$ cat src/rtl/ps2kbd_pkg.sv
/*
 * Shared definitions for the PS/2 keyboard receiver
 *   scan code and Amiga key types, keymap word layout,
 *   PS/2 prefix codes, hold-off timeout width, handoff FSM states
 */
`default_nettype none

package ps2kbd_pkg;

	// --------------------
	// data types
	// --------------------
	typedef logic [7:0]  scan_code_t;    // one byte from the keyboard
	typedef logic [7:0]  amiga_key_t;    // key number plus upstroke flag
	typedef logic [15:0] keymap_entry_t; // one word of the keymap ROM

	// --------------------
	// PS/2 framing and codes
	// --------------------
	localparam int PS2_FRAME_BITS = 11; // start, 8 data, parity, stop

	localparam scan_code_t SCAN_EXTENDED = 8'hE0;
	localparam scan_code_t SCAN_RELEASE  = 8'hF0;
	localparam scan_code_t SCAN_ACK      = 8'hFA; // keyboard answer to a command

	// upstroke flag inside amiga_key_t, key number sits below it
	localparam int UPSTROKE_BIT = 7;

	// --------------------
	// keymap word layout
	// --------------------
	// bits 6..0 carry the Amiga key number of a mapped key
	localparam int KM_VALID  = 15; // mapped key, produces an event
	localparam int KM_CTRL   = 14;
	localparam int KM_LALT   = 13;
	localparam int KM_RALT   = 12;
	localparam int KM_CAPS   = 11;
	localparam int KM_PREFIX = 7;  // PS/2 protocol byte, never a key

	// prefix kind, only meaningful with KM_PREFIX set
	localparam int KM_PFX_EXT = 0;
	localparam int KM_PFX_REL = 1;
	localparam int KM_PFX_ACK = 2;

	// --------------------
	// host handoff
	// --------------------
	// keyboard is released at the latest when this counter wraps
	localparam int HOLD_TIMEOUT_BITS = 16;

	typedef enum logic
	{
		WAIT_KEY,
		HOLD
	} handoff_state_t;

endpackage

`default_nettype wire

$ cat src/rtl/ps2_frame_rx.sv
/*
 * PS/2 frame receiver
 *   line synchronizers, falling clock edge detect,
 *   11-bit shifter with start bit marker
 */
`default_nettype none

module ps2_frame_rx
	import ps2kbd_pkg::*;
(
	input  logic       clk,
	input  logic       reset,
	input  logic       ps2_clk_in,
	input  logic       ps2_dat_in,
	output logic       frame_valid,
	output scan_code_t frame_code
);

	logic [1:0]                clk_sync;
	logic [1:0]                dat_sync;
	logic                      clk_last; // previous synced clock level
	logic                      clk_fall;
	logic [PS2_FRAME_BITS-1:0] shreg;

	// two flops per line, clock side also keeps one older sample
	always_ff @(posedge clk)
	begin
		if (reset)
		begin
			clk_sync <= 2'b11; // idle lines float high
			clk_last <= 1'b1;
		end
		else
		begin
			clk_sync <= {clk_sync[0], ps2_clk_in};
			clk_last <= clk_sync[1];
		end
	end

	always_ff @(posedge clk)
		dat_sync <= {dat_sync[0], ps2_dat_in};

	assign clk_fall = clk_last & ~clk_sync[1];

	// shift in from the top, the start bit ends up at bit 0
	always_ff @(posedge clk)
	begin
		if (reset || frame_valid)
			shreg <= '1;
		else if (clk_fall)
			shreg <= {dat_sync[1], shreg[PS2_FRAME_BITS-1:1]};
	end

	assign frame_valid = ~shreg[0]; // start bit arrived, frame complete
	assign frame_code  = shreg[$bits(scan_code_t):1];

endmodule

`default_nettype wire

$ cat config.mk
export PLATFORM = sky130hd
export DESIGN_NAME = ps2_frame_rx
export DESIGN_NICKNAME = d
export VERILOG_FILES = /design/src/rtl/ps2kbd_pkg.sv /design/src/rtl/ps2_frame_rx.sv
export SDC_FILE = /design/constraint.sdc
export NUM_CORES = 1
export LEC_CHECK = 0
export BUFFER_PORTS_ARGS = -buffer_cell sky130_fd_sc_hd__buf_4
export CORE_AREA = 3 3 40 42
export CTS_CLUSTER_DIAMETER = 120
export DETAILED_ROUTE_END_ITERATION = 6
export DIE_AREA = 0 0 43 45
export GPL_ROUTABILITY_DRIVEN = 1
export HOLD_SLACK_MARGIN = 0.08
export PLACE_DENSITY = 0.78
export SYNTH_ARGS = -nofsm -noshare
export SYNTH_HDL_FRONTEND = slang
export SYNTH_SLANG_ARGS = --single-unit
$ cat constraint.sdc
create_clock -name clk -period 1.31 [get_ports clk]
set_clock_uncertainty 0.05 [all_clocks]
set_input_delay 0.131 -clock clk [delete_from_list [all_inputs] [get_ports clk]]
set_output_delay 0.131 -clock clk [all_outputs]
set_load 0.005 [all_outputs]
* Word level (Yosys, flattened, before mapping) *
Cells that the tools add are included.

word-level totals
  register bits = 16
  input bits = 4
  output and inout bits = 9
  word-level logic and storage cells = 8

cells by class
  bitwise gates (word level) = 3
  reduce and logical (&&, ||, !) cells = 1

operator list
  cell               number
  1-bit NOT          2
  1-bit bitwise AND  1
  1-bit logical OR   1

* Depth between registers and ports, before layout *
  word-level depth = 2
  gate-level depth with buffers = 3
  mapped depth without buffers = 2

* Worst setup path after synthesis *
Ideal clock, no wire load.

  path kind = flip-flop to flip-flop
  start = register shreg[0]
  end = register shreg[1]
  library setup time = 0.124 ns
  arrival time = 0.676 ns
  required time = 1.136 ns
  slack = 0.460 ns
  cell stages (with the launch flop) = 4
  path buffers = 1
  period minus slack after synthesis = 0.850 ns
  path through = dfxtp_1 -> nor2b_2 -> buf_6 -> o211ai_2

on the way
  cells in the longest elaborated chain, start to end = 2

ends and longest elaborated chain
  what                    line                text
  start, declared         ps2_frame_rx.sv:23  logic [PS2_FRAME_BITS-1:0] shreg;
  start signal, assigned  ps2_frame_rx.sv:51  shreg <= {dat_sync[1], shreg[PS2_FRAME_BITS-1:1]};
  1-bit NOT               ps2_frame_rx.sv:54  assign frame_valid = ~shreg[0];
  1-bit logical OR        ps2_frame_rx.sv:48  if (reset || frame_valid)

Every way passes these cells.
A chain may end at the register's enable or synchronous reset.

* Worst setup path after layout *
  start = input reset
  end = register shreg[10]

on the way
  cells in the longest elaborated chain, start to end = 1

ends and longest elaborated chain
  what              line                text
  start, declared   ps2_frame_rx.sv:12  input logic reset,
  1-bit logical OR  ps2_frame_rx.sv:48

Every way passes these cells.

==> run summary <==
Fin Setup TNS -> 0 ns
Worst VDD drop -> 0.6658 mV
Rel. slew slack -> 0.7893
final slew viol count -> 0
CP bufs+invs -> 3
Worst Setup End Kind -> flop
power share of the combinational group -> 0.110
vias -> 431
Post-synth top cells -> 16 x dfxtp_1, 11 x inv_1, 10 x nand3b_1
Yosys warning count -> 0
Post-synth top flop -> dfxtp_1
drt total wl -> 962 µm
pre-CTS setup slack -> 0.2455 ns
overall power -> 853.3 µW
met2 wire len -> 440 µm
sequential power share -> 0.613
R2R cell count -> 3
# diodes -> 0
drt drc -> 0
Pleak -> 0.3844 nW
sw frac -> 0.2156
crit path to -> shreg[10]
fin area -> 789.5 µm²
Rows -> 13
metal3 WL -> 48 µm
CP cell instances -> dlygate4sd3_1 -> buf_4 -> nor2b_2 -> buf_4 -> o211ai_1
unrepaired setup endpoints after global routing -> no
area growth from synthesis to layout -> 14.31%
all-layer global routing usage -> 0.1183
Worst-Margin Slew -> 0.3157 ns
FFs w/ async S/R, synth -> 0
Synth Area in Simple Gates -> 0.1685
Die H -> 45 µm
most common cell in the netlist -> dfxtp_1
arrival time worst endpoint -> 1.21 ns
placed cell areas -> 737.0 µm²
Post-synth EDFFs -> 0
mean routed wirelength per cell -> 10.69 µm
crit start category -> primary input
Die X -> 43 µm
layout cells sized above 1 -> 0.4267
P_int -> 669.4 µW
dpl hpwl -> 728.2 µm
Final WS setup -> 0.1938 ns
total clock sinks -> 16
reg2reg start -> clk_sync[1]
Syn Nets -> 69
Synth Area in XOR/XNOR -> 0
fmax -> 895.9 MHz
vias in the first global route -> 406
vias per std cell -> 4.789
Max stage delay cell, worst path -> dlygate4sd3_1
R2R Setup Slk -> 0.23 ns
Post-CTS Setup Inserts -> 0
Switch Pwr -> 183.9 µW
gpl congestion -> 0.6913
CTS tree -> built
CTS clk-pin slew, worst paths -> 0.08 ns
fin crit period -> 1.116 ns
initial antenna violation count -> 0
CTS Buf Count -> 3
CP required -> 1.41 ns
reg2reg end -> shreg[4]
met1 wire length -> 461 µm
Final Setup Violations -> 0
CP Class -> primary input to flop
DR top layer -> met4
number of unique standard cell types used by synthesis -> 12
grt ovf -> 0
first-pass GRT wire length -> 1.656 mm
family with the most delay on the worst path -> buffers and inverters
final-stage net count -> 81
CP dominant cell by count -> buf_4
DIE AREA -> 1935 µm²
crit-path max cell delay -> 0.53 ns
cts repair resizes -> 0
critical-path maximum fanout -> 11
top-area cell type share of the netlist area -> 0.4638
max-cap viol count -> 0
status -> completed
mux contribution to synthesized area -> 0
post-synth top area cell -> dfxtp_1
pwr dens -> 1081 nW/µm²
pin count of the biggest net entering global routing -> 13
adder-cell share of the synthesized area -> 0
num ports -> 13
Syn Area/Cell -> 10.63 µm²
H-tree Lvls -> 1
I/O Buffers -> 12
period utilisation layout -> 0.8520
crit path launch -> reset
post-synthesis cell count -> 65
largest family of logic cells by synthesized area -> buffers and inverters
Synth Area in Compound Gates -> 0.1739
Synth area leaders -> dfxtp_1 46%, o211ai_2 16%, nand3b_1 11%
Finished Core Util -> 0.6144
hold buffers post-CTS -> 3
Mapped Area -> 690.7 µm²
Initial Utilization -> 0.5375
Initial DRC Count -> 3
clock buffer depth -> 2
Root Buffer -> clkbuf_4
first drt pass iteration count -> 5
Synth Register Bits -> 16
Clk pwr share -> 0.277
cell depth of the worst setup path -> 5
clk_lat worst skew -> 0.27 ns
sequential-to-total area share from yosys stat -> 0.4638
core box area -> 1285 µm²
Routed Antenna Nets -> 0
Worst Hold Class -> flop to flop
Final Hold Viols -> 0
-- logic make-up after synthesis --
group | Yosys count
buffers and inverters | 23
AOI/OAI and AO/OA | 10
DFF | 16
and+or+nand+nor | 16
-- final cells by class --
type                    instances  area (µm²)
clock buffers                   3       22.52
inverters                      11       41.29
fillers                       123       495.5
multi-input cells              26       236.5
well taps                      15       18.77
flip-flops and latches         16       320.3
repair buffers                 19       150.1
-- registers in the layout, indices dropped and copies added, names as in the netlist --
signal / cells
shreg: 11
clk_sync: 2
clk_last: 1
dat_sync: 2
-- layout by cell type, fill, tap and decap left out, drive strengths merged --
cell type	synthesis	layout
buf	12	16
clkbuf	0	3
dfxtp	16	16
dlygate4sd3	0	3
inv	11	11
nand3	1	1
nand3b	10	10
nor2b	2	2
o211ai	10	10
or2	3	3
-- power groups by stage --
stage,sequential (mW),clock (mW),combinational [mW]
2_1_floorplan,0.529,0,0.0746
3_3_place_gp,0.534,0,0.0865
3_5_place_dp,0.535,0,0.0885
4_1_cts,0.523,0.252,0.0957
5_1_grt,0.526,0.276,0.103
6_report,0.523,0.237,0.0937
-- worst register-to-register path, cell delays in order, from the launching register on --
cell,delay (ns)
dfxtp_1,0.41
nor2b_2,0.22
buf_4,0.20
o211ai_2,0.09
-- layer usage --
| layer | vias up | GRT usage |
|---|---|---|
| li1 | 226 | - |
| met1 | 194 | 0.1379 |
| met2 | 9 | 0.1826 |
| met3 | 2 | 0.04781 |
| met4 | 0 | 0.07229 |
| met5 | - | 0 |
-- worst min path at each step --
| stage | depth (start not counted) | from | slack [ns] | endpoint |
|---|---|---|---|---|
| after floorplan | 0 | ps2_dat_in | 0.11 | dat_sync[0] |
| after global placement | 1 | ps2_dat_in | 0.19 | dat_sync[0] |
| after detailed placement | 1 | ps2_dat_in | 0.19 | dat_sync[0] |
| after CTS | 0 | dat_sync[0] | 0.29 | dat_sync[1] |
| after global routing | 0 | dat_sync[0] | 0.29 | dat_sync[1] |
| final | 0 | dat_sync[0] | 0.28 | dat_sync[1] |
-- through the flow --
step | cells | hold slack (ns)
after floorplan | 65 | 0.1087
after global placement | 84 | 0.1862
after detailed placement | 84 | 0.1869
after CTS | 90 | 0.2860
after global routing | 90 | 0.2897
final | 90 | 0.2814
Power figures use the tool's default switching activity.
