### src/rtl/ps2kbd_pkg.sv
/*
 * Shared definitions for the PS/2 keyboard receiver
 *   scan code and Amiga key types, keymap word layout,
 *   PS/2 prefix codes, hold-off timeout width, handoff FSM states
 */
`default_nettype none

package ps2kbd_pkg;

	// --------------------
	// data types
	// --------------------
	typedef logic [7:0]  scan_code_t;    // one byte from the keyboard
	typedef logic [7:0]  amiga_key_t;    // key number plus upstroke flag
	typedef logic [15:0] keymap_entry_t; // one word of the keymap ROM

	// --------------------
	// PS/2 framing and codes
	// --------------------
	localparam int PS2_FRAME_BITS = 11; // start, 8 data, parity, stop

	localparam scan_code_t SCAN_EXTENDED = 8'hE0;
	localparam scan_code_t SCAN_RELEASE  = 8'hF0;
	localparam scan_code_t SCAN_ACK      = 8'hFA; // keyboard answer to a command

	// upstroke flag inside amiga_key_t, key number sits below it
	localparam int UPSTROKE_BIT = 7;

	// --------------------
	// keymap word layout
	// --------------------
	// bits 6..0 carry the Amiga key number of a mapped key
	localparam int KM_VALID  = 15; // mapped key, produces an event
	localparam int KM_CTRL   = 14;
	localparam int KM_LALT   = 13;
	localparam int KM_RALT   = 12;
	localparam int KM_CAPS   = 11;
	localparam int KM_PREFIX = 7;  // PS/2 protocol byte, never a key

	// prefix kind, only meaningful with KM_PREFIX set
	localparam int KM_PFX_EXT = 0;
	localparam int KM_PFX_REL = 1;
	localparam int KM_PFX_ACK = 2;

	// --------------------
	// host handoff
	// --------------------
	// keyboard is released at the latest when this counter wraps
	localparam int HOLD_TIMEOUT_BITS = 16;

	typedef enum logic
	{
		WAIT_KEY,
		HOLD
	} handoff_state_t;

endpackage

`default_nettype wire

### src/rtl/key_state_tracker.sv
/*
 * Key state tracker
 *   typematic duplicate filter, Amiga style caps lock latch,
 *   ctrl / left alt / right alt reset combination detector
 */
`default_nettype none

module key_state_tracker
	import ps2kbd_pkg::*;
(
	input  logic       clk,
	input  logic       reset,
	input  logic       code_valid,
	input  logic       is_ctrl_caps,
	input  logic       is_lalt,
	input  logic       is_ralt,
	input  logic       is_caps,
	input  amiga_key_t amiga_key,
	output logic       key_strobe,
	output logic       caps_lock,
	output logic       kbd_reset
);

	amiga_key_t last_key; // last downstroke, or its matching upstroke
	logic       upstroke;
	logic       key_equal;
	logic       dup_event;
	logic [2:0] held;     // ctrl or caps, left alt, right alt

	assign upstroke  = amiga_key[UPSTROKE_BIT];
	assign key_equal = last_key[UPSTROKE_BIT-1:0] == amiga_key[UPSTROKE_BIT-1:0];
	assign dup_event = key_equal && (last_key[UPSTROKE_BIT] == upstroke);

	// --------------------
	// duplicate filter
	// --------------------
	always_ff @(posedge clk)
	begin
		if (reset)
			last_key <= '0;
		else if (code_valid && !upstroke)
			last_key <= amiga_key;
		else if (code_valid && upstroke && key_equal) // release of the latched key
			last_key <= amiga_key;
	end

	// caps lock flips on a fresh caps downstroke only
	always_ff @(posedge clk)
	begin
		if (reset)
			caps_lock <= 1'b0;
		else if (code_valid && !upstroke && is_caps && !dup_event)
			caps_lock <= ~caps_lock;
	end

	// while latched on, the host sees no caps events at all
	always_comb
	begin
		if (caps_lock && is_caps)
			key_strobe = 1'b0;
		else if (dup_event)
			key_strobe = 1'b0;
		else
			key_strobe = code_valid;
	end

	// --------------------
	// reset combination
	// --------------------
	always_ff @(posedge clk)
	begin
		if (reset)
			held <= 3'b000;
		else if (code_valid)
		begin
			if (is_ctrl_caps)
				held[2] <= ~upstroke;
			if (is_lalt)
				held[1] <= ~upstroke;
			if (is_ralt)
				held[0] <= ~upstroke;
		end
	end

	assign kbd_reset = &held; // all three keys down

endmodule

`default_nettype wire

### config.mk
export PLATFORM = sky130hd
export DESIGN_NAME = key_state_tracker
export DESIGN_NICKNAME = d
export VERILOG_FILES = /design/src/rtl/ps2kbd_pkg.sv /design/src/rtl/key_state_tracker.sv
export SDC_FILE = /design/constraint.sdc
export NUM_CORES = 1
export LEC_CHECK = 0
export BUFFER_PORTS_ARGS = -buffer_cell sky130_fd_sc_hd__buf_2
export CORE_MARGIN = 2
export CORE_UTILIZATION = 47
export CTS_BUF_LIST = sky130_fd_sc_hd__clkbuf_8
export DETAILED_ROUTE_END_ITERATION = 10
export GPL_TIMING_DRIVEN = 0
export PLACE_DENSITY_LB_ADDON = 0.05
export RECOVER_POWER = 25
export SLEW_MARGIN = 40
export SYNTH_ARGS = -nofsm -noshare
export SYNTH_HDL_FRONTEND = slang
export SYNTH_SLANG_ARGS = --single-unit
### constraint.sdc
create_clock -name clk -period 1.8 [get_ports clk]
set_input_delay 0.09 -clock clk [delete_from_list [all_inputs] [get_ports clk]]
set_output_delay 0.09 -clock clk [all_outputs]
set_load 0.02 [all_outputs]
== Word-level counts from Yosys, hierarchy flattened ==
Index checks and enable logic that the tools add are counted.
Operators by class
  reductions and logical operators: 14
  equality and inequality tests: 2
  bitwise operators: 2
  muxes and demuxes: 4
Operators by type and width (number)
  two-way mux 8 bit: 2
  == test 7 bit: 1
  logical AND 1 bit: 7
  AND reduction 2 bit: 3
  AND reduction 3 bit: 1
  zero test 1 bit: 2
  two-way mux 1 bit: 2
  inverter 1 bit: 2
  nonzero test 2 bit: 1
  == test 1 bit: 1
Word-level totals
  word-level logic and storage cells: 27
  register bits after elaboration: 12
  output and inout port bits: 3

== Longest topological paths before layout ==
  depth after elaboration: 4
  depth in mapped cells: 4
  mapped depth without buffers: 4

== Least setup slack after synthesis ==
No wires, ideal clock.
  path type: register to register
  from: reg last_key[2]
  to: reg last_key[0]
  arrival time: 1434 ps
  period minus slack after synthesis: 1505 ps
  buffers on the path: 0
  path slack: 295 ps
  setup time: 72 ps
  data required time: 1728 ps
  stages on the path, launching flop included: 5
  cell sequence: dfxtp_1 -> xnor2_1 -> nand2_1 -> o41ai_4 -> mux2i_1
Between the ends
  longest elaborated chain between the ends: 3
Ends and longest elaborated chain
  start, declared: line key_state_tracker.sv:24  | amiga_key_t last_key;
  start signal, assigned: line key_state_tracker.sv:42  | last_key <= amiga_key;
  start signal, assigned: line key_state_tracker.sv:44  | last_key <= amiga_key;
  == test 7 bit: line key_state_tracker.sv:31  | assign key_equal = last_key[UPSTROKE_BIT-1:0] == amiga_key[UPSTROKE_BIT-1:0];
  logical AND 1 bit: line key_state_tracker.sv:43  | else if (code_valid && upstroke && key_equal)
  nonzero test 2 bit (no line)
No other way between the ends.
A chain may end at the register's enable or synchronous reset.

== Worst setup path in the final report ==
  from: reg last_key[0]
  to: reg caps_lock
Between the ends
  longest elaborated chain between the ends: 4
Ends and longest elaborated chain
  == test 7 bit: line key_state_tracker.sv:31
  logical AND 1 bit: line key_state_tracker.sv:32  | assign dup_event = key_equal && (last_key[UPSTROKE_BIT] == upstroke);
  zero test 1 bit: line key_state_tracker.sv:52  | else if (code_valid && !upstroke && is_caps && !dup_event)
  logical AND 1 bit: line key_state_tracker.sv:52
  end signal, assigned: line key_state_tracker.sv:53  | caps_lock <= ~caps_lock;
  end, declared: line key_state_tracker.sv:20  | output logic caps_lock,
No other way between the ends.

==> metrics.txt <==
post-DP HPWL=905.3 um; Routed wire per std cell=11.16 um; Worst Setup Path Type=reg -> reg; Post-synth top flop=dfxtp_1; Die Span Y=40.56 um; Root Buffer=clkbuf_8; core footprint=1269 um2; R2R depth=4; antenna cells=0; CP Capture Type=flop; Post-DRT Antenna Nets=0; Area contributors post-synth=dfxtp_1, nand2_1, mux2i_1; crit-path leading delay family=compound AO/OA/AOI/OAI gates; sequential-to-total area share from yosys stat=0.3825; critical path arrival=1.69 ns; FMAX=642.0 MHz; crit path cell chain=xnor2_1, nand4_1, o311ai_0, mux2_2; Post-synth EDFFs=0; Post-CTS Setup Repair Bufs=0; fin crit share=0.8654; Slowest-stage cell, CP=o311ai_0; startpoint types=flop; die area=1645 um2; post-route cell area=802.0 um2; cts repair resizes=0; worst setup margin=0.2423 ns; Unique masters post-synth=19; Initial Utilization=0.4951; Buf/Inv on CP=0; most frequent cells after synthesis=nand2_1, dfxtp_1, xnor2_1, mux2i_1, nor2_1; CTS tree=done; Routed WL=1.239 mm; hold slack=0.09670 ns; post-synthesis register bit count=12; Synth top area share=0.3825; row count=13; Largest stage delay, worst path=0.39 ns; Leak=0.3763 nW; CTS clk-pin slew, worst paths=0.05 ns; Post-route DRC=0; Min Clock Period, post-route=1.558 ns; status=finished, final reports clean; Max H-tree Level=1; Initial DRC Count=9; initial antenna violation count=0; Max-Cap Viols=0; Total Neg Setup Slack=0 ns; CP Max Fanout=2; largest net degree at the start of global routing=11; unrepaired setup endpoints after global routing=no; worst skew pair latency=0.24 ns; drt pass-1 iters=4; area delta synth->final=27.69%; GRT overflow=0; CP Depth=4; first-pass GRT wire length=1.773 mm; Setup-failing EPs final=0; number of global-route vias before repair=421; FFs w/ async S/R, synth=0; port bufs=17; Via density=5.144; Cells after Synth=73; I/O pins=18; slew at the pin closest to its max-slew limit=0.4005 ns; most common cell in the netlist=nand2_1; hold buffer count at CTS=0; Slew Viols, Final=0; Min-Delay Path Class=in -> reg; share of layout cells above drive strength 1=0.2708; Req. time, crit path=1.93 ns; synthesized net count=88; clock sink total=12; Die Wd=40.56 um; total track usage=0.1718; pre-CTS setup slack=0.02935 ns; total CTS buffers=3; fillers=124; Worst Hold Depth=2; Power per Cell Area=859.7 nW/um2; nets=112; Slew HR=0.7330; post-synth top area cell=dfxtp_1; RePlAce Congestion=0.6639; Ys Warns=0; final hold vios=0; Post-Route Skew=0.003066 ns; Post-Syn Area per Cell=8.604 um2; Max IR drop VDD=0.0007795 V; Longest Clk Path Bufs=2; Post-DP Area=732.0 um2; Vias=571; Cell Area, Synth=628.1 um2
## worst register-to-register path: cells and delay by family, from the launching register on
kind | cells | cell delay [ns]
AOI/OAI and AO/OA | 1 | 0.39
xor gates and xnor gates | 1 | 0.22
and+or+nand+nor | 1 | 0.15
muxes | 1 | 0.38
DFF | 1 | 0.31
## worst paths after layout
kind	from	endpoint	slack [ns]
worst max-delay path	last_key[0]	caps_lock	0.24
worst min-delay path	reset	held[1]	0.1
worst max register to register	last_key[0]	caps_lock	0.24
worst min register to register	last_key[0]	last_key[0]	0.47
## layout by cell type (no fill, tap or decap), types with 2 or more instances in the layout
cell,count
nor2_1,7
a21oi_1,3
dfxtp_1,12
nand2_1,22
xnor2_1,8
buf_4,2
mux2i_1,7
nor2b_1,2
clkbuf_8,4
buf_2,17
## final cells by class
type | count | area, um2 | share of cell area
buffer | 1 | 3.754 | 0.004680
timing repair buffer | 19 | 100.1 | 0.1248
inverter | 1 | 3.754 | 0.004680
sequential | 12 | 240.2 | 0.2995
tap | 15 | 18.77 | 0.02340
clock buffer | 4 | 55.05 | 0.06864
multi-input combinational | 59 | 380.4 | 0.4743
## sequential cells by signal (all words and copies together) (netlist names)
| register | count |
|---|---|
| last_key | 8 |
| caps_lock | 1 |
| held | 3 |
## power breakdown
| part | internal [W] | total, W | leakage, nW | switching (W) |
|---|---|---|---|---|
| combinational | 0.0000491 | 0.000110 | 0.249 | 0.0000614 |
| sequential | 0.000279 | 0.000286 | 0.0981 | 0.00000750 |
| clock | 0.000193 | 0.000293 | 0.0288 | 0.0000994 |
| total | 0.000521 | 0.000689 | 0.376 | 0.000168 |
## through the flow
stage,cells,total power [W],utilization
5_1_grt,111,0.0007214,0.6322
4_1_cts,109,0.0006936,0.6203
6_report,111,0.0006895,0.6322
3_5_place_dp,105,0.0003988,0.5769
3_3_place_gp,105,0.0003961,0.5769
2_1_floorplan,73,0.0003620,-
## kinds of logic (layout without fill, tap and decap cells)
group / after synthesis / in the layout / synth area share
multiplexers: 8 / 8 / 0.1295
AND/OR/NAND/NOR: 36 / 36 / 0.2510
flip-flops: 12 / 12 / 0.3825
XOR/XNOR: 8 / 8 / 0.1116
AO/OA/AOI/OAI: 7 / 7 / 0.1135
buffers and inverters: 2 / 25 / 0.01194
## metal layers
layer	routed length (um)	share of wire	GRT usage
met1	552	0.45	0.1914
met2	599	0.48	0.2738
met3	81	0.065	0.1000
met4	6	0.0048	0.05000
met5	0	0	0
(Power assumes the default switching activity.)
