==> src/rtl/ps2kbd_pkg.sv <==
/*
 * Shared definitions for the PS/2 keyboard receiver
 *   scan code and Amiga key types, keymap word layout,
 *   PS/2 prefix codes, hold-off timeout width, handoff FSM states
 */
`default_nettype none

package ps2kbd_pkg;

	// --------------------
	// data types
	// --------------------
	typedef logic [7:0]  scan_code_t;    // one byte from the keyboard
	typedef logic [7:0]  amiga_key_t;    // key number plus upstroke flag
	typedef logic [15:0] keymap_entry_t; // one word of the keymap ROM

	// --------------------
	// PS/2 framing and codes
	// --------------------
	localparam int PS2_FRAME_BITS = 11; // start, 8 data, parity, stop

	localparam scan_code_t SCAN_EXTENDED = 8'hE0;
	localparam scan_code_t SCAN_RELEASE  = 8'hF0;
	localparam scan_code_t SCAN_ACK      = 8'hFA; // keyboard answer to a command

	// upstroke flag inside amiga_key_t, key number sits below it
	localparam int UPSTROKE_BIT = 7;

	// --------------------
	// keymap word layout
	// --------------------
	// bits 6..0 carry the Amiga key number of a mapped key
	localparam int KM_VALID  = 15; // mapped key, produces an event
	localparam int KM_CTRL   = 14;
	localparam int KM_LALT   = 13;
	localparam int KM_RALT   = 12;
	localparam int KM_CAPS   = 11;
	localparam int KM_PREFIX = 7;  // PS/2 protocol byte, never a key

	// prefix kind, only meaningful with KM_PREFIX set
	localparam int KM_PFX_EXT = 0;
	localparam int KM_PFX_REL = 1;
	localparam int KM_PFX_ACK = 2;

	// --------------------
	// host handoff
	// --------------------
	// keyboard is released at the latest when this counter wraps
	localparam int HOLD_TIMEOUT_BITS = 16;

	typedef enum logic
	{
		WAIT_KEY,
		HOLD
	} handoff_state_t;

endpackage

`default_nettype wire

==> src/rtl/scan_decoder.sv <==
/*
 * Scan Code Set 2 to Amiga raw key decoder
 *   registered keymap ROM indexed by extended flag and scan code,
 *   E0 / F0 prefix tracking, modifier flag outputs
 */
`default_nettype none

module scan_decoder
	import ps2kbd_pkg::*;
(
	input  logic       clk,
	input  logic       reset,
	input  logic       frame_valid,
	input  scan_code_t frame_code,
	output logic       code_valid,
	output logic       is_ctrl_caps,
	output logic       is_lalt,
	output logic       is_ralt,
	output logic       is_caps,
	output amiga_key_t amiga_key
);

	keymap_entry_t rom_word;
	logic          rom_ready; // rom_word holds a fresh lookup
	logic          ext_flag;
	logic          rel_flag;
	logic          is_prefix;

	// keymap word for a plain mapped key
	function automatic keymap_entry_t km_key(input logic [UPSTROKE_BIT-1:0] num);
		km_key = '0;
		km_key[KM_VALID] = 1'b1;
		km_key[UPSTROKE_BIT-1:0] = num;
	endfunction

	// single flag bit, or'ed onto entries
	function automatic keymap_entry_t km_flag(input int unsigned pos);
		km_flag = '0;
		km_flag[pos] = 1'b1;
	endfunction

	// --------------------
	// keymap ROM
	// --------------------
	always_ff @(posedge clk)
	begin
		if (frame_valid)
		begin
			case ({ext_flag, frame_code})
				9'h015: rom_word <= km_key(7'h10); // q
				9'h01D: rom_word <= km_key(7'h11); // w
				9'h024: rom_word <= km_key(7'h12); // e
				9'h02D: rom_word <= km_key(7'h13); // r
				9'h02C: rom_word <= km_key(7'h14); // t
				9'h035: rom_word <= km_key(7'h15); // y
				9'h03C: rom_word <= km_key(7'h16); // u
				9'h043: rom_word <= km_key(7'h17); // i
				9'h044: rom_word <= km_key(7'h18); // o
				9'h04D: rom_word <= km_key(7'h19); // p
				9'h01C: rom_word <= km_key(7'h20); // a
				9'h01B: rom_word <= km_key(7'h21); // s
				9'h023: rom_word <= km_key(7'h22); // d
				9'h02B: rom_word <= km_key(7'h23); // f
				9'h034: rom_word <= km_key(7'h24); // g
				9'h033: rom_word <= km_key(7'h25); // h
				9'h03B: rom_word <= km_key(7'h26); // j
				9'h042: rom_word <= km_key(7'h27); // k
				9'h04B: rom_word <= km_key(7'h28); // l
				9'h01A: rom_word <= km_key(7'h31); // z
				9'h022: rom_word <= km_key(7'h32); // x
				9'h021: rom_word <= km_key(7'h33); // c
				9'h02A: rom_word <= km_key(7'h34); // v
				9'h032: rom_word <= km_key(7'h35); // b
				9'h031: rom_word <= km_key(7'h36); // n
				9'h03A: rom_word <= km_key(7'h37); // m
				9'h016: rom_word <= km_key(7'h01); // 1
				9'h01E: rom_word <= km_key(7'h02); // 2
				9'h026: rom_word <= km_key(7'h03); // 3
				9'h025: rom_word <= km_key(7'h04); // 4
				9'h02E: rom_word <= km_key(7'h05); // 5
				9'h036: rom_word <= km_key(7'h06); // 6
				9'h03D: rom_word <= km_key(7'h07); // 7
				9'h03E: rom_word <= km_key(7'h08); // 8
				9'h046: rom_word <= km_key(7'h09); // 9
				9'h045: rom_word <= km_key(7'h0A); // 0
				9'h029: rom_word <= km_key(7'h40); // space
				9'h05A: rom_word <= km_key(7'h44); // enter
				9'h066: rom_word <= km_key(7'h41); // backspace
				9'h076: rom_word <= km_key(7'h45); // escape
				9'h012: rom_word <= km_key(7'h60); // left shift
				9'h059: rom_word <= km_key(7'h61); // right shift
				9'h058: rom_word <= km_key(7'h62) | km_flag(KM_CAPS);
				9'h014: rom_word <= km_key(7'h63) | km_flag(KM_CTRL);
				9'h011: rom_word <= km_key(7'h64) | km_flag(KM_LALT);
				9'h111: rom_word <= km_key(7'h65) | km_flag(KM_RALT);
				9'h175: rom_word <= km_key(7'h4C); // arrow up
				9'h172: rom_word <= km_key(7'h4D); // arrow down
				9'h174: rom_word <= km_key(7'h4E); // arrow right
				9'h16B: rom_word <= km_key(7'h4F); // arrow left
				// protocol bytes decode the same with or without E0 before them
				{1'b0, SCAN_EXTENDED}, {1'b1, SCAN_EXTENDED}:
					rom_word <= km_flag(KM_PREFIX) | km_flag(KM_PFX_EXT);
				{1'b0, SCAN_RELEASE}, {1'b1, SCAN_RELEASE}:
					rom_word <= km_flag(KM_PREFIX) | km_flag(KM_PFX_REL);
				{1'b0, SCAN_ACK}, {1'b1, SCAN_ACK}:
					rom_word <= km_flag(KM_PREFIX) | km_flag(KM_PFX_ACK);
				default: rom_word <= '0; // unmapped
			endcase
		end
	end

	// ROM output is valid one cycle after the lookup
	always_ff @(posedge clk)
	begin
		if (reset)
			rom_ready <= 1'b0;
		else
			rom_ready <= frame_valid;
	end

	assign is_prefix = rom_word[KM_PREFIX];

	// --------------------
	// prefix tracking
	// --------------------
	always_ff @(posedge clk)
	begin
		if (reset)
		begin
			ext_flag <= 1'b0;
			rel_flag <= 1'b0;
		end
		else if (rom_ready)
		begin
			if (is_prefix && rom_word[KM_PFX_EXT])
				ext_flag <= 1'b1;
			else if (is_prefix && rom_word[KM_PFX_REL])
				rel_flag <= 1'b1;
			else if (!(is_prefix && rom_word[KM_PFX_ACK])) // ack leaves both alone
			begin
				ext_flag <= 1'b0;
				rel_flag <= 1'b0;
			end
		end
	end

	assign code_valid   = rom_ready & rom_word[KM_VALID];
	assign is_ctrl_caps = rom_word[KM_CTRL] | rom_word[KM_CAPS];
	assign is_lalt      = rom_word[KM_LALT];
	assign is_ralt      = rom_word[KM_RALT];
	assign is_caps      = rom_word[KM_CAPS];
	assign amiga_key    = {rel_flag, rom_word[UPSTROKE_BIT-1:0]};

endmodule

`default_nettype wire

==> config.mk <==
export PLATFORM = sky130hd
export DESIGN_NAME = scan_decoder
export DESIGN_NICKNAME = d
export VERILOG_FILES = /design/src/rtl/ps2kbd_pkg.sv /design/src/rtl/scan_decoder.sv
export SDC_FILE = /design/constraint.sdc
export NUM_CORES = 1
export LEC_CHECK = 0
export ABC_AREA = 1
export ABC_CLOCK_PERIOD_IN_PS = 1880
export BUFFER_PORTS_ARGS = -buffer_cell sky130_fd_sc_hd__buf_2
export CAP_MARGIN = 10
export CORE_UTILIZATION = 50
export DETAILED_ROUTE_END_ITERATION = 8
export PLACE_DENSITY = 0.72
export SETUP_SLACK_MARGIN = 0.1
export SYNTH_ARGS = -nofsm -noshare
export SYNTH_HDL_FRONTEND = slang
export SYNTH_SLANG_ARGS = --single-unit
==> constraint.sdc <==
create_clock -name clk -period 1.88 [get_ports clk]
set_clock_uncertainty 0.1 [all_clocks]
set_input_delay 0.188 -clock clk [delete_from_list [all_inputs] [get_ports clk]]
set_output_delay 0.188 -clock clk [all_outputs]
set_load 0.05 [all_outputs]
# Word-level counts from Yosys, hierarchy flattened
# Index checks and enable logic that the tools add are counted.
# word_totals
register_bits,19
inputBits,11
output_inout_bits,13
wordCells,79
# op_classes
n_eq_ne,59
n_mux,5
bitwise,3
n_reduce_logical,8
# ops
op,n
16-bit one-hot mux with 53 select lines,1
9-bit by 6-bit == test with 1-bit output (second input constant),23
9-bit by 7-bit == test with 1-bit output (second input constant),12
9-bit by 5-bit == test with 1-bit output (second input constant),10
9-bit == test (second input constant),8
9-bit by 8-bit == test with 1-bit output (second input constant),3
2-bit inequality test (second input constant),3
3-bit AND reduction,2
2-bit OR reduction,3
1-bit 2-to-1 mux,4
1-bit logical AND,3
1-bit AND,1
1-bit inverter,1
1-bit OR,1

# Depth between registers and ports, before layout
# depth
ltp_word,4
ltp_mapped,10

# Least setup slack after synthesis
# No wires, ideal clock.
# synth_timing
path_type,register to register
from,register ext_flag
to,"register rom_word[2], data pin"
setup_time_ns,0.257
t_arrival_ns,1.114
required_ns,1.523
slack_ns,0.410
stages_incl_launch_ff,10
n_path_buf,0
path_cell_list,dfxtp_1 -> inv_2 -> nand2_4 -> inv_1 -> nand2_1 -> nor2_1 -> nor2_1 -> nand4_1 -> nor2_1 -> nand2_1
# synth_between
elab_chain_cells,3
# synth_lines
item,line,source
from (decl),scan_decoder.sv:25,logic ext_flag;
from (signal assigned),scan_decoder.sv:130,ext_flag <= 1'b0;
from (signal assigned),scan_decoder.sv:136,ext_flag <= 1'b1;
from (signal assigned),scan_decoder.sv:141,ext_flag <= 1'b0;
9-bit by 8-bit == test with 1-bit output or 9-bit == test (tied branches),scan_decoder.sv:49,"case ({ext_flag, frame_code})"
2-bit OR reduction,scan_decoder.sv:49,
16-bit one-hot mux with 53 select lines (*),scan_decoder.sv:49,
to (signal assigned),scan_decoder.sv:50,9'h015: rom_word <= km_key(7'h10);
to (signal assigned),scan_decoder.sv:51,9'h01D: rom_word <= km_key(7'h11);
to (signal assigned),scan_decoder.sv:52,9'h024: rom_word <= km_key(7'h12);
to (decl),scan_decoder.sv:23,keymap_entry_t rom_word;
# Every way passes the cells marked *; elsewhere a longest branch is shown, timed or not.
# A chain may end at the register's enable or synchronous reset.

# Worst setup path after layout
# Ends and elaborated chain as after synthesis.

==> results.toml <==
[cts]
clockRootBuffer = "clkbuf_4"
clk_pin_slew_ns = 0.08
clk_path_buf_depth = 2
post_cts_buffers = 0
clock_latency_ns = 0.27
cts_max_level = 1
clock_sinks = 16
cts_tree = "done"
cts_buffers = 3

[routing]
wl_per_cell_um = 12.8
wl_um = 3760
firstDrtPassIters = 4
drc = 0
ant_nets = 0
vias = 1529
viasPerCell = 5.22
drtIter0Drc = 82

[place]
dp.final_hpwl_um = 3140
numPortBuffers = 23
place_area_mm2 = 0.00158
dp.cells = 288
gp_congestion = 1.02

[grt]
grt_start_max_net_pins = 15
overflow = 0
grt_usage_pct = 25.7
antenna_found_initial = 0
grt_pass1_vias = 1387
grt_pass1_wl_um = 6300

[critical_path]
endpoint_kind = "flip-flop"
r2r-start = "ext_flag"
start_kind = "flip-flop"
cp.arrival_ns = 1.56
path_max_fanout = 9
required_ns = 1.80
crit_type = "reg -> reg"
critPathLaunch = "ext_flag"

[synth]
synth-xor-area-share_pct = 0
synth_mux_area_share_pct = 0
synth_seq_area_share_pct = 30.6
synth_top_family_by_area = "simple AND/OR/NAND/NOR gates"
synth-seq-cells = 16
synthCells = 241
ys_warn_count = 0
synth_area_mm2 = 0.00147
yosys.area_share.simple_pct = 50.9
syn_nets = 252
synthAdderAreaFrac_pct = 0
synth_compound_area_share_pct = 6.79
syn_area_per_cell_um2 = 6.12
yosys.cell_types.count = 25

[pwr]
p_leak_uw = 0.000921
max-vdd-ir-drop_mv = 0.483
cellPowerDensity_mw_per_mm2 = 481

[sta]
finalCritPeriodShare_pct = 86.8
setup_violations = 0
maxSlewHeadroom_pct = 69.1
finalHoldViolCount = 0
finalSetupTns_ns = 0
hold_slack_ns = 0.174
tightest_slew_ns = 0.462
slew_violations = 0
rsz0062_at_grt = "no"
period_minus_slack_ns = 1.63
fmax_mhz = 613

[floorplan]
coreArea_mm2 = 0.00278
die-area_mm2 = 0.00317
io_pins = 24
die_h_um = 56.3
die_x_um = 56.3
rows = 19
start_util_pct = 53.0

[outcome]
status = "completed"

[layout]
multi_input_area_um2 = 861
design_area_mm2 = 0.00162
fillers = 290
register_area_um2 = 452
layout.nets = 274
syn2layout_area_growth_pct = 10.1
antennaDiodeCount = 0
drive_gt1_share_pct = 19.5
stdcell_count = 293
finalCoreUtilization_pct = 58.3

[worst_hold_path]
holdCritPathClass = "in -> reg"
hold_start = "frame_valid"

[flow_run]
cap_violations = 0
cell families (layout without fill, tap and decap cells):
kind of cell / count (synthesis) / in the layout
AO/OA/AOI/OAI: 19 / 19
buffers and inverters: 38 / 59
AND/OR/NAND/NOR: 168 / 168
flip-flops: 16 / 16
sequential cells by signal (all words and copies together), names as in the netlist:
signal / count
rom_ready: 1
rel_flag: 1
rom_word: 13
ext_flag: 1
layer usage:
layer,vias to the layer above,part of all wire (%),GRT usage [%],routed length (um)
li1,812,-,-,-
met1,640,46,34.8,1720
met2,69,46,42.5,1710
met3,8,6.7,2.76,251
met4,0,2.0,9.41,74
met5,-,0,0,0
repair_timing:
item	CTS	global route
setup endpoints to repair	0	5
endpoints found under the hold margin	2	0
hold buffers	1	0
gates resized for setup	0	4
cells in the mapped netlist:
cell type / count / area [um2]
edfxtp_1: 13 / 390
nand2_2: 3 / 18.8
nor2_2: 5 / 31.3
and2_1: 1 / 6.26
or2_2: 1 / 6.26
inv_1: 24 / 90.1
nand2_1: 80 / 300
nor3b_1: 1 / 7.51
buf_4: 8 / 60.1
nand3_1: 17 / 85.1
nand3_2: 1 / 10.0
nand3b_1: 1 / 7.51
nor2_4: 2 / 22.5
nor2_1: 41 / 154
nand2_4: 1 / 11.3
o21ai_0: 8 / 40.0
nand4_1: 8 / 50.1
a21oi_1: 7 / 35.0
dfxtp_1: 3 / 60.1
nor3_1: 4 / 20.0
inv_2: 6 / 22.5
o21ai_1: 2 / 10.0
o211ai_1: 1 / 7.51
nor3_2: 2 / 20.0
a211oi_1: 1 / 7.51
through the flow:
step                worst slack, ns  power, uW
global route                  0.104        826
CTS                           0.154        784
detailed placement            0.162        613
finish                        0.249        781
global placement              0.141        613
floorplan                     0.410        568
cell usage in the layout, fill, tap and decap left out, types with 2 or more instances in the layout:
cell,n
dfxtp_1,2
a21oi_1,7
o21ai_1,2
buf_2,23
inv_1,24
edfxtp_1,13
nand4_1,8
clkbuf_4,3
o21ai_0,8
nor3_2,2
nand2_1,80
nand2_2,3
nor2_1,39
nor2_4,3
nor3_1,4
nor2_2,6
nand3_1,17
inv_2,6
critical path, stage by stage, from the launching register on:
cell	delay, ns
dfxtp_2	0.37
inv_2	0.08
nand3_1	0.16
nor2_4	0.10
nand2_1	0.09
nand2_1	0.09
nor2_2	0.13
nand4_1	0.10
nor2_1	0.10
nand2_1	0.06
path summary, 6_finish.rpt:
kind,slack [ns],end,cells after the start
setup / recovery,0.25,rom_word[2],9
hold / removal,0.17,rom_ready,3
setup reg to reg,0.25,rom_word[2],9
hold reg to reg,0.39,rel_flag,2
final cells by class:
type / count / area share [%]
timing repair buffer: 25 / 8.17
inverter: 30 / 6.94
sequential: 16 / 27.8
multi-input combinational: 187 / 53.0
clock buffer: 4 / 1.62
tap: 31 / 2.39
power breakdown:
part	internal (uW)	total, uW	leakage [uW]	switching, uW
clock network	82.0	172	0.0000150	90.4
registers	403	412	0.000158	8.80
logic	48.4	197	0.000748	148
total	533	781	0.000921	248
Note: power is estimated with default switching activity, not from simulation.
