===== src/rtl/ps2kbd_pkg.sv =====
/*
 * Shared definitions for the PS/2 keyboard receiver
 *   scan code and Amiga key types, keymap word layout,
 *   PS/2 prefix codes, hold-off timeout width, handoff FSM states
 */
`default_nettype none

package ps2kbd_pkg;

	// --------------------
	// data types
	// --------------------
	typedef logic [7:0]  scan_code_t;    // one byte from the keyboard
	typedef logic [7:0]  amiga_key_t;    // key number plus upstroke flag
	typedef logic [15:0] keymap_entry_t; // one word of the keymap ROM

	// --------------------
	// PS/2 framing and codes
	// --------------------
	localparam int PS2_FRAME_BITS = 11; // start, 8 data, parity, stop

	localparam scan_code_t SCAN_EXTENDED = 8'hE0;
	localparam scan_code_t SCAN_RELEASE  = 8'hF0;
	localparam scan_code_t SCAN_ACK      = 8'hFA; // keyboard answer to a command

	// upstroke flag inside amiga_key_t, key number sits below it
	localparam int UPSTROKE_BIT = 7;

	// --------------------
	// keymap word layout
	// --------------------
	// bits 6..0 carry the Amiga key number of a mapped key
	localparam int KM_VALID  = 15; // mapped key, produces an event
	localparam int KM_CTRL   = 14;
	localparam int KM_LALT   = 13;
	localparam int KM_RALT   = 12;
	localparam int KM_CAPS   = 11;
	localparam int KM_PREFIX = 7;  // PS/2 protocol byte, never a key

	// prefix kind, only meaningful with KM_PREFIX set
	localparam int KM_PFX_EXT = 0;
	localparam int KM_PFX_REL = 1;
	localparam int KM_PFX_ACK = 2;

	// --------------------
	// host handoff
	// --------------------
	// keyboard is released at the latest when this counter wraps
	localparam int HOLD_TIMEOUT_BITS = 16;

	typedef enum logic
	{
		WAIT_KEY,
		HOLD
	} handoff_state_t;

endpackage

`default_nettype wire


===== src/rtl/host_handoff.sv =====
/*
 * Host handoff
 *   holds the keyboard off after every delivered key
 *   until the host acknowledges or the hold counter wraps
 */
`default_nettype none

module host_handoff
	import ps2kbd_pkg::*;
(
	input  logic clk,
	input  logic reset,
	input  logic key_strobe,
	input  logic key_ack,
	output logic clk_inhibit
);

	handoff_state_t                 state;
	handoff_state_t                 state_next;
	logic [HOLD_TIMEOUT_BITS-1:0]   hold_count;
	logic                           hold_expired;

	assign hold_expired = &hold_count; // last cycle before wrap

	// --------------------
	// FSM
	// --------------------
	always_comb
	begin
		state_next = state;
		case (state)
			WAIT_KEY:
				if (key_strobe)
					state_next = HOLD;
			HOLD:
				if (key_ack || hold_expired)
					state_next = WAIT_KEY;
			default:
				state_next = WAIT_KEY;
		endcase
	end

	always_ff @(posedge clk)
	begin
		if (reset)
			state <= WAIT_KEY;
		else
			state <= state_next;
	end

	// counts only inside HOLD, so each hold starts from zero
	always_ff @(posedge clk)
	begin
		if (reset || state != HOLD)
			hold_count <= '0;
		else
			hold_count <= hold_count + 1'b1;
	end

	assign clk_inhibit = (state == HOLD);

endmodule

`default_nettype wire


===== config.mk =====
export PLATFORM = sky130hd
export DESIGN_NAME = host_handoff
export DESIGN_NICKNAME = d
export VERILOG_FILES = /design/src/rtl/ps2kbd_pkg.sv /design/src/rtl/host_handoff.sv
export SDC_FILE = /design/constraint.sdc
export NUM_CORES = 1
export LEC_CHECK = 0
export BUFFER_PORTS_ARGS = -buffer_cell sky130_fd_sc_hd__buf_4
export CAP_MARGIN = 20
export CORE_AREA = 2 2 55 57
export CTS_BUF_LIST = sky130_fd_sc_hd__clkbuf_4 sky130_fd_sc_hd__clkbuf_8
export CTS_CLUSTER_SIZE = 20
export DETAILED_ROUTE_END_ITERATION = 10
export DIE_AREA = 0 0 57 59
export PLACE_DENSITY_LB_ADDON = 0.25
export SLEW_MARGIN = 20
export SYNTH_ARGS = -nofsm -noshare
export SYNTH_HDL_FRONTEND = slang
export SYNTH_SLANG_ARGS = --single-unit

===== constraint.sdc =====
create_clock -name clk -period 1.7 [get_ports clk]
set_input_delay 0.17 -clock clk [delete_from_list [all_inputs] [get_ports clk]]
set_output_delay 0.17 -clock clk [all_outputs]
set_load 0.02 [all_outputs]

Word level (Yosys, flattened, before mapping)

Index checks and enable logic that the tools add are counted.

Bits of input ports: 4
Output and inout bits: 1
Register bits: 17

$add $sub $neg: 1
Reduce and logical (&&, ||, !) cells: 3
Bitwise logic cells: 1
Multiplexer cells: 3

Operators with widths:

| operator                                      | count |
|---|---|
| adder 16 x 1 -> 16 bit, second input constant | 1 |
| AND reduction 16 bit                          | 1 |
| logical OR 1 bit                              | 2 |
| two-way mux 1 bit                             | 2 |
| one-hot mux 1 bit (2 select lines)            | 1 |
| NOT 1 bit                                     | 1 |

Logic depth before layout (Yosys ltp)

Gate-level depths: netlist (run 1).

Depth in word-level cells: 4
Gate-level depth with buffers: 4

Worst setup path before layout (run 1)

OpenSTA, ideal clock, no wires.

Path kind: register to register
Start point: register hold_count[0]
End point: register hold_count[10]
Setup time: 0.071 ns
Arrival: 1.394 ns
Slack: 0.235 ns
Period minus slack after synthesis: 1.465 ns
Cell stages (with the launch flop): 5
Cells stage by stage: dfxtp_1 -> ha_1 -> nand4_4 -> or4_1 -> a21oi_1

Longest elaborated chain between the ends: 1

Ends and longest elaborated chain:

| element                | RTL line           | text |
|---|---|---|
| start, declared        | host_handoff.sv:20 | `logic [HOLD_TIMEOUT_BITS-1:0] hold_count;` |
| start signal, assigned | host_handoff.sv:57 | `hold_count <= hold_count + 1'b1;` |
| adder 16 x 1 -> 16 bit | host_handoff.sv:57 |  |

No other way between the ends.
A chain may end at the register's enable or synchronous reset.

Worst setup path in the final report (run 1)

Start point: register hold_count[1]
End point: register hold_count[12]

Same word-level chain as after synthesis.

==> results of run 1 <==
==> path summary, 6_finish.rpt <==
check | startpoint | depth (start not counted) | slack (ns) | endpoint
setup / recovery | hold_count[1] | 4 | 0.15 | hold_count[12]
hold reg to reg | hold_count[15] | 2 | 0.48 | hold_count[15]
setup reg to reg | hold_count[1] | 4 | 0.15 | hold_count[12]
hold / removal | reset | 2 | 0.05 | clk_inhibit
==> layer usage <==
metal	vias to the layer above	wire, microns	GRT usage, %
li1	336	-	-
met1	294	735	13.11
met2	3	685	15.93
met3	2	22	2.620
met4	0	18	6.977
met5	-	0	0
==> cell usage after synthesis, types with 2 or more instances <==
| cell | n |
|---|---|
| nand3_1 | 6 |
| nor3_1 | 2 |
| mux2i_1 | 3 |
| a21oi_1 | 6 |
| nand2_1 | 7 |
| nor4_1 | 3 |
| inv_1 | 3 |
| nand2b_1 | 6 |
| clkbuf_1 | 2 |
| or4_1 | 5 |
| o31ai_1 | 5 |
| o21a_1 | 4 |
| nor2_1 | 4 |
| nand4_1 | 3 |
| xor2_1 | 2 |
| dfxtp_1 | 17 |
==> cells by family (layout without fill, tap and decap cells) <==
| logic type | after synthesis | in the layout | share of synthesized area [%] |
|---|---|---|---|
| buffers and inverters | 5 | 13 | 2.404 |
| flip-flops | 17 | 17 | 43.59 |
| AND/OR/NAND/NOR | 41 | 41 | 30.93 |
| XOR/XNOR | 3 | 3 | 3.366 |
| multiplexers | 3 | 3 | 3.846 |
| adder cells (fa/ha/maj) | 1 | 1 | 1.602 |
| AO/OA/AOI/OAI | 17 | 17 | 14.26 |
==> power groups by stage <==
stage	Combinational [mW]	Clock [mW]	Sequential (mW)
5_1_grt	0.0330	0.251	0.405
4_1_cts	0.0298	0.233	0.404
2_1_floorplan	0.0127	0	0.415
6_report	0.0293	0.222	0.404
3_3_place_gp	0.0294	0	0.413
3_5_place_dp	0.0298	0	0.413
==> placed cells by master, fill, tap and decap left out, drive strengths merged <==
cell / n
clkbuf: 3
nor3: 2
nor2: 4
buf: 6
xnor2: 1
o21a: 4
a21oi: 6
mux2i: 3
a221oi: 1
nand2b: 6
o31ai: 5
and2: 1
inv: 3
and3: 1
nand4: 4
nand2: 7
nor2b: 1
xor2: 2
nand3: 6
or4: 5
ha: 1
nor4: 3
o21ai: 1
dfxtp: 17
or3: 1
clkinv: 1
==> metrics by stage <==
step	area (sq um)	util [%]	hold slack (ns)
global route	893.4	32.96	0.04574
detailed placement	857.1	31.63	0.3563
finish	893.4	32.96	0.04838
CTS	884.6	32.64	0.03546
global placement	857.1	31.63	0.3565
floorplan	780.7	-	0.2487
==> flip-flops by register name, indices dropped and copies added, names as in the netlist <==
name         cells
clk_inhibit      1
hold_count      16
==> final cells by class <==
class                           instances  area (sq um)  area share (%)
Multi-Input combinational cell         65         430.4           48.18
Sequential cell                        17         340.3           38.10
Timing Repair Buffer                    6         45.04           5.042
Tap cell                               31         38.79           4.342
Clock buffer                            3         22.52           2.521
Inverter                                3         11.26           1.261
Clock inverter                          1         5.005          0.5602
==> repair_timing <==
| action | 4_1_cts | 5_1_grt |
|---|---|---|
| buffers inserted | 0 | 0 |
| gates resized for setup | 0 | 2 |
| endpoints found under the setup margin | 0 | 2 |
==> impl_metrics.tcl, run 1 <==
set metrics [dict create \
    status "completed" \
    overflow 0 \
    clk_pin_slew_ns 0.11 \
    peakVddDrop_mv 0.3052 \
    critical_path_required_ns 1.92 \
    max_slew.worst_pin.slew_ns 0.4203 \
    first_pass_iters 4 \
    grt_max_degree 11 \
    dp_cells 122 \
    antenna_found_initial 0 \
    grt_pass1_vias 608 \
    clockPowerShare_pct 33.9 \
    slowest_delay_ns 0.53 \
    yosys.area.top_type "dfxtp_1" \
    clock.fmax_mhz 643.2 \
    syn_area_per_cell_sq_um 8.974 \
    netlist-cell-type-count 25 \
    yosys_warnings 0 \
    finalNonFillerCells 126 \
    critPathLaunchType "flip-flop" \
    wl_per_cell_microns 11.60 \
    seq_area_frac_synth_pct 43.59 \
    groute.usage.overall_pct 10.46 \
    cts_tree "done" \
    io_buffers 4 \
    place.gp.congestion 0.7592 \
    core_region_area_sq_um 2710 \
    crit_family "simple AND/OR/NAND/NOR gates" \
    worstPathCellList "ha_2 -> nand4_4 -> or4_1 -> a21oi_1" \
    drv_slew 0 \
    dieArea_sq_um 3363 \
    power_frac_comb_pct 4.5 \
    fin_skew_ns 0.008400 \
    worstHoldPathType "in2reg" \
    worst-setup-path-type "reg2reg" \
    viasPerCell 5.040 \
    rsz0062_at_grt "false" \
    max_cap_viol_count 0 \
    synthCells 87 \
    async_reset_ff_share_pct 0 \
    drtIter0Drc 6 \
    synth_top_area_share_pct 43.59 \
    num_antenna_cells 0 \
    ys.flop_type "dfxtp_1" \
    setup_slack_ns 0.1452 \
    synth_edf_count 0 \
    power_mw 0.6560 \
    fill_cells 295 \
    vias 635 \
    ctsHoldBuffers 0 \
    clock-sinks 17 \
    power_leakage_nw 0.2721 \
    p_per_area_nw_per_um2 734.3 \
    path_buf_inv 0 \
    cts-root-buf "clkbuf_4" \
    drt-total-wl_microns 1462 \
    cts_buffers 3 \
    area_delta_synth_final_pct 14.42 \
    hpwl_microns 1033 \
    ys_top_cells_by_area "dfxtp_1 (44%), nand2b_1 (4.8%), o31ai_1 (4.8%), or4_1 (4.8%), a21oi_1 (3.8%)" \
    h-tree-depth 1 \
    die_h_microns 59 \
    clock_path_buffers 2 \
    num-nets-final 101 \
    internal_power_mw 0.5033 \
    max-slew-margin-rel_pct 71.98 \
    tns_ns 0 \
    drive_above_1_share_pct 14.74 \
    crit_path_max_fanout 9 \
    setup_violations 0 \
    rows 19 \
    grt_pass1_wl_microns 2649 \
    syn-num-nets 92 \
    start_util_pct 28.81 \
    crit_arrival_ns 1.78 \
    drc 0 \
    clk_latency_ns 0.29 \
    switching_share_pct 23.27 \
    die_w_microns 57 \
    antenna_left 0 \
    dpl_worst_slack_ns 0.1122 \
    hold_violations 0 \
    slowest_stage "or4_1" \
    synthesis.area_sq_um 780.7 \
    finalCritPeriodShare_pct 91.46 \
    fin_crit_ns 1.555 \
    ys_ff_latch 17 \
    power.switching_mw 0.1527 \
    ios 5 \
    end_kind "flip-flop" \
    share_seq_of_total_power_pct 61.6 \
]
(Power assumes the default switching activity.)
==> run 2: changes to the inputs <==
PLACE_DENSITY_LB_ADDON = 0.05   (was 0.25)
==> run 2 against run 1 <==
Worst hold slack lost 0.0051 ns. Clock power is essentially flat. Largest cell class unchanged. Largest power group unchanged. Critical path depth is the same.
==> impl_metrics.tcl, run 2 (same netlist as run 1, synthesis figures left out) <==
set metrics [dict create \
    finalCritPeriodShare_pct 91.95 \
    crit_arrival_ns 1.79 \
    cts-root-buf "clkbuf_4" \
    largest_reg_flops 16 \
    grt_max_degree 11 \
    power_frac_comb_pct 4.4 \
    worst-setup-path-type "reg2reg" \
    fin_skew_ns 0.004601 \
    power_leakage_nw 0.2805 \
    grt_pass1_wl_microns 2656 \
    worstPathCellList "ha_1 -> nand4_4 -> or4_1 -> a21oi_1" \
    h-tree-depth 1 \
    crit_path_max_fanout 9 \
    drc 0 \
    grt_pass1_vias 567 \
    rows 19 \
    setup_slack_ns 0.1369 \
    antenna_found_initial 0 \
    register_area_sq_um 340.3 \
    viasPerCell 5.134 \
    num_antenna_cells 0 \
    dpl_worst_slack_ns 0.1553 \
    largest_register "hold_count" \
    drtIter0Drc 19 \
    clockPowerShare_pct 34.2 \
    p_per_area_nw_per_um2 732.9 \
    die_w_microns 57 \
    cts_tree "done" \
    place.gp.congestion 0.7589 \
    die_h_microns 59 \
    slowest_stage "or4_1" \
    clock_path_buffers 2 \
    critPathLaunchType "flip-flop" \
    slowest_delay_ns 0.53 \
    drive_above_1_share_pct 14.58 \
    cts_buffers 3 \
    ios 5 \
    end_kind "flip-flop" \
    fill_cells 303 \
    clk_pin_slew_ns 0.11 \
    hpwl_microns 1102 \
    switching_share_pct 23.56 \
    critical_path_required_ns 1.93 \
    peakVddDrop_mv 0.3596 \
    first_pass_iters 4 \
    clock-sinks 17 \
    fin_crit_ns 1.563 \
    setup_violations 0 \
    worstHoldPathType "in2reg" \
    io_buffers 4 \
    vias 652 \
    groute.usage.overall_pct 10.28 \
    tns_ns 0 \
    share_seq_of_total_power_pct 61.4 \
    num-nets-final 102 \
    status "completed" \
    wl_per_cell_microns 12.28 \
    clock.fmax_mhz 639.7 \
    final_common_cell "dfxtp_1" \
    max_cap_viol_count 0 \
    core_region_area_sq_um 2710 \
    area_delta_synth_final_pct 15.06 \
    rsz0062_at_grt "false" \
    multi_input_area_sq_um 427.9 \
    max-slew-margin-rel_pct 71.23 \
    drv_slew 0 \
    final_cell_mix "dfxtp_1 (17), nand2_1 (7), buf_4 (7)" \
    power.switching_mw 0.1551 \
    internal_power_mw 0.5033 \
    max_slew.worst_pin.slew_ns 0.4315 \
    drt-total-wl_microns 1559 \
    dieArea_sq_um 3363 \
    antenna_left 0 \
    start_util_pct 28.81 \
    hold_violations 0 \
    clk_latency_ns 0.29 \
    overflow 0 \
]
==> run 2: final timing paths <==
path                  startpoint              to  slack (ns)  cells after the start
setup / recovery   hold_count[1]  hold_count[10]        0.14                      4
hold / removal             reset     clk_inhibit        0.04                      2
setup reg to reg   hold_count[1]  hold_count[10]        0.14                      4
hold reg to reg   hold_count[15]  hold_count[15]        0.48                      2
==> run 2: repair_timing <==
action                     4_1_cts  5_1_grt
hold buffers                     0        0
gates resized for setup          0        1
setup endpoints to repair        0        2
buffers inserted                 0        0
==> run 2: critical path: cells and delay by family (launching register included) <==
kind | cells | cell delay (ns)
adder cells (fa/ha/maj) | 1 | 0.26
flip-flops | 1 | 0.39
AND/OR/NAND/NOR | 2 | 0.71
AO/OA/AOI/OAI | 1 | 0.14
==> run 2: layout make-up <==
| class | instances | share of cell area, % |
|---|---|---|
| flip-flops and latches | 17 | 37.88 |
| multi-input cells | 65 | 47.63 |
| clock inverters | 1 | 0.5571 |
| well taps | 31 | 4.318 |
| clock buffers | 3 | 2.507 |
| repair buffers | 7 | 5.850 |
| inverters | 3 | 1.253 |
==> run 2: through the flow <==
| step | power [mW] | util [%] | cells | instance area (sq um) | hold WS (ns) |
|---|---|---|---|---|---|
| after floorplan | 0.4281 | - | 87 | 780.7 | 0.2487 |
| after global placement | 0.4427 | 31.90 | 123 | 864.6 | 0.3569 |
| after detailed placement | 0.4427 | 31.90 | 123 | 864.6 | 0.3558 |
| after CTS | 0.6709 | 32.92 | 127 | 892.1 | 0.02970 |
| after global routing | 0.6922 | 33.15 | 127 | 898.4 | 0.03832 |
| final | 0.6584 | 33.15 | 127 | 898.4 | 0.04333 |
==> run 2: routing by layer <==
metal | global-route usage (%) | vias up | wire (microns)
met4 | 2.990 | 0 | 17
met3 | 3.930 | 2 | 71
li1 | - | 341 | -
met1 | 13.80 | 300 | 792
met5 | 0 | - | 0
met2 | 15.44 | 9 | 678
==> run 2: power by group through the flow <==
| stage | clock (mW) | sequential (mW) | combinational [mW] |
|---|---|---|---|
| after detailed placement | 0 | 0.413 | 0.0297 |
| after global placement | 0 | 0.413 | 0.0296 |
| after CTS | 0.237 | 0.404 | 0.0298 |
| after floorplan | 0 | 0.415 | 0.0127 |
| after global routing | 0.254 | 0.405 | 0.0332 |
| final | 0.225 | 0.404 | 0.0291 |
==> run 3: changes to the inputs <==
RECOVER_POWER = 100   (was default)
clock period = 2.03 ns   (was 1.7 ns; I/O delays follow)
==> run 3 against run 2 <==
Worst hold slack improved by 0.041 ns. Global-route usage decreased by 0.70 points. Combinational power fell by 32%. Final area decreased by 3.3%. Non-clock buffer count fell by 3. Clock power decreased by 13%. Flip-flop and latch count unchanged. Cell count is 2.4% lower. Wire length shrank 2.6%. Via count is 5.1% lower. Power fell by 16%. Critical endpoint is now hold_count[14]. Largest power group unchanged.
==> impl_metrics.tcl, run 3 (same netlist as run 1, synthesis figures left out) <==
set metrics [dict create \
    status "completed" \
    core_region_area_sq_um 2710 \
    final_common_cell "dfxtp_1" \
    dpl_worst_slack_ns 0.3830 \
    tns_ns 0 \
    clock_path_buffers 2 \
    finalCritPeriodShare_pct 80.57 \
    dpl_cell_area_sq_um 842.1 \
    clock.fmax_mhz 611.4 \
    drtIter0Drc 7 \
    die_w_microns 57 \
    viasPerCell 4.992 \
    peakVddDrop_mv 0.2570 \
    num-nets-final 99 \
    setup_slack_ns 0.3944 \
    antenna_left 0 \
    postCtsSetupBuffers 0 \
    antenna_found_initial 0 \
    largest_register "hold_count" \
    start_util_pct 28.81 \
    grt_max_degree 11 \
    drt-total-wl_microns 1519 \
    max_cap_viol_count 0 \
    clk_latency_ns 0.29 \
    h-tree-depth 1 \
    critPathLaunchType "flip-flop" \
    rows 19 \
    num_antenna_cells 0 \
    critical_path_required_ns 2.25 \
    grt_pass1_vias 527 \
    hold_violations 0 \
    vias 619 \
    place.gp.congestion 0.6583 \
    cts_tree "done" \
    area_delta_synth_final_pct 11.22 \
    worst-setup-path-type "reg2reg" \
    die_h_microns 59 \
    drv_slew 0 \
    power_leakage_nw 0.2611 \
    ctsHoldBuffers 0 \
    hpwl_microns 1060 \
    stdcell_area_sq_um 868.3 \
    drive_above_1_share_pct 9.677 \
    cts_buffers 3 \
    max-slew-margin-rel_pct 58.53 \
    fin_crit_ns 1.636 \
    grt_pass1_wl_microns 2408 \
    clock-sinks 17 \
    end_kind "flip-flop" \
    worstHoldPathType "in2reg" \
    rsz0062_at_grt "false" \
    ios 5 \
    p_per_area_nw_per_um2 638.8 \
    overflow 0 \
    wl_per_cell_microns 12.25 \
    io_buffers 4 \
    hold_ws_ns 0.08460 \
    postCtsResizedCells 0 \
    largest_reg_flops 16 \
    setup_violations 0 \
    cts-root-buf "clkbuf_4" \
    first_pass_iters 4 \
    crit_path_max_fanout 9 \
    drc 0 \
    postLayoutCoreUtil_pct 32.04 \
    max_slew.worst_pin.slew_ns 0.6208 \
    dieArea_sq_um 3363 \
    fin_skew_ns 0.003706 \
    crit_arrival_ns 1.86 \
    final_cell_mix "dfxtp_1 (17), nand2_1 (7), nand2b_1 (6), nand3_1 (6), a21oi_1 (6)" \
    groute.usage.overall_pct 9.576 \
    clk_pin_slew_ns 0.10 \
]
run 3: layout make-up:
class | count | area (sq um)
Timing Repair Buffer | 4 | 26.28
Multi-Input combinational cell | 65 | 421.7
Tap cell | 31 | 38.79
Sequential cell | 17 | 340.3
Clock buffer | 4 | 30.03
Fill cell | 307 | 1842
Inverter | 3 | 11.26
run 3: power breakdown:
part	internal [mW]	switching, mW	total, mW	leakage (nW)
registers	0.336	0.00279	0.339	0.137
clock network	0.0897	0.106	0.196	0.0184
logic	0.00869	0.0112	0.0199	0.105
total	0.434	0.120	0.555	0.261
run 3: per-stage QoR:
step	std cells	power (mW)
2_1_floorplan	87	0.3585
3_3_place_gp	120	0.3684
3_5_place_dp	120	0.3681
4_1_cts	124	0.5712
5_1_grt	124	0.5835
6_report	124	0.5547
run 3: worst paths after layout:
check                               startpoint        endpoint  slack [ns]  cells past startpoint
worst min register to register  hold_count[15]  hold_count[15]        0.47                      2
worst max register to register   hold_count[0]  hold_count[14]        0.39                      4
worst min-delay path                     reset     clk_inhibit        0.08                      2
worst max-delay path             hold_count[0]  hold_count[14]        0.39                      4
run 3: critical path: stages (launching register included):
cell and delay, ns:
dfxtp_1 0.40, ha_1 0.28, nand4_4 0.17, nor4_1 0.50
mux2i_1 0.22
run 3: layer usage:
metal | wire length (microns) | share of wire (%) | GRT usage, %
met2 | 586 | 39 | 13.63
met4 | 16 | 1.1 | 5.980
met1 | 878 | 58 | 13.23
met3 | 37 | 2.4 | 1.965
met5 | 0 | 0 | 0
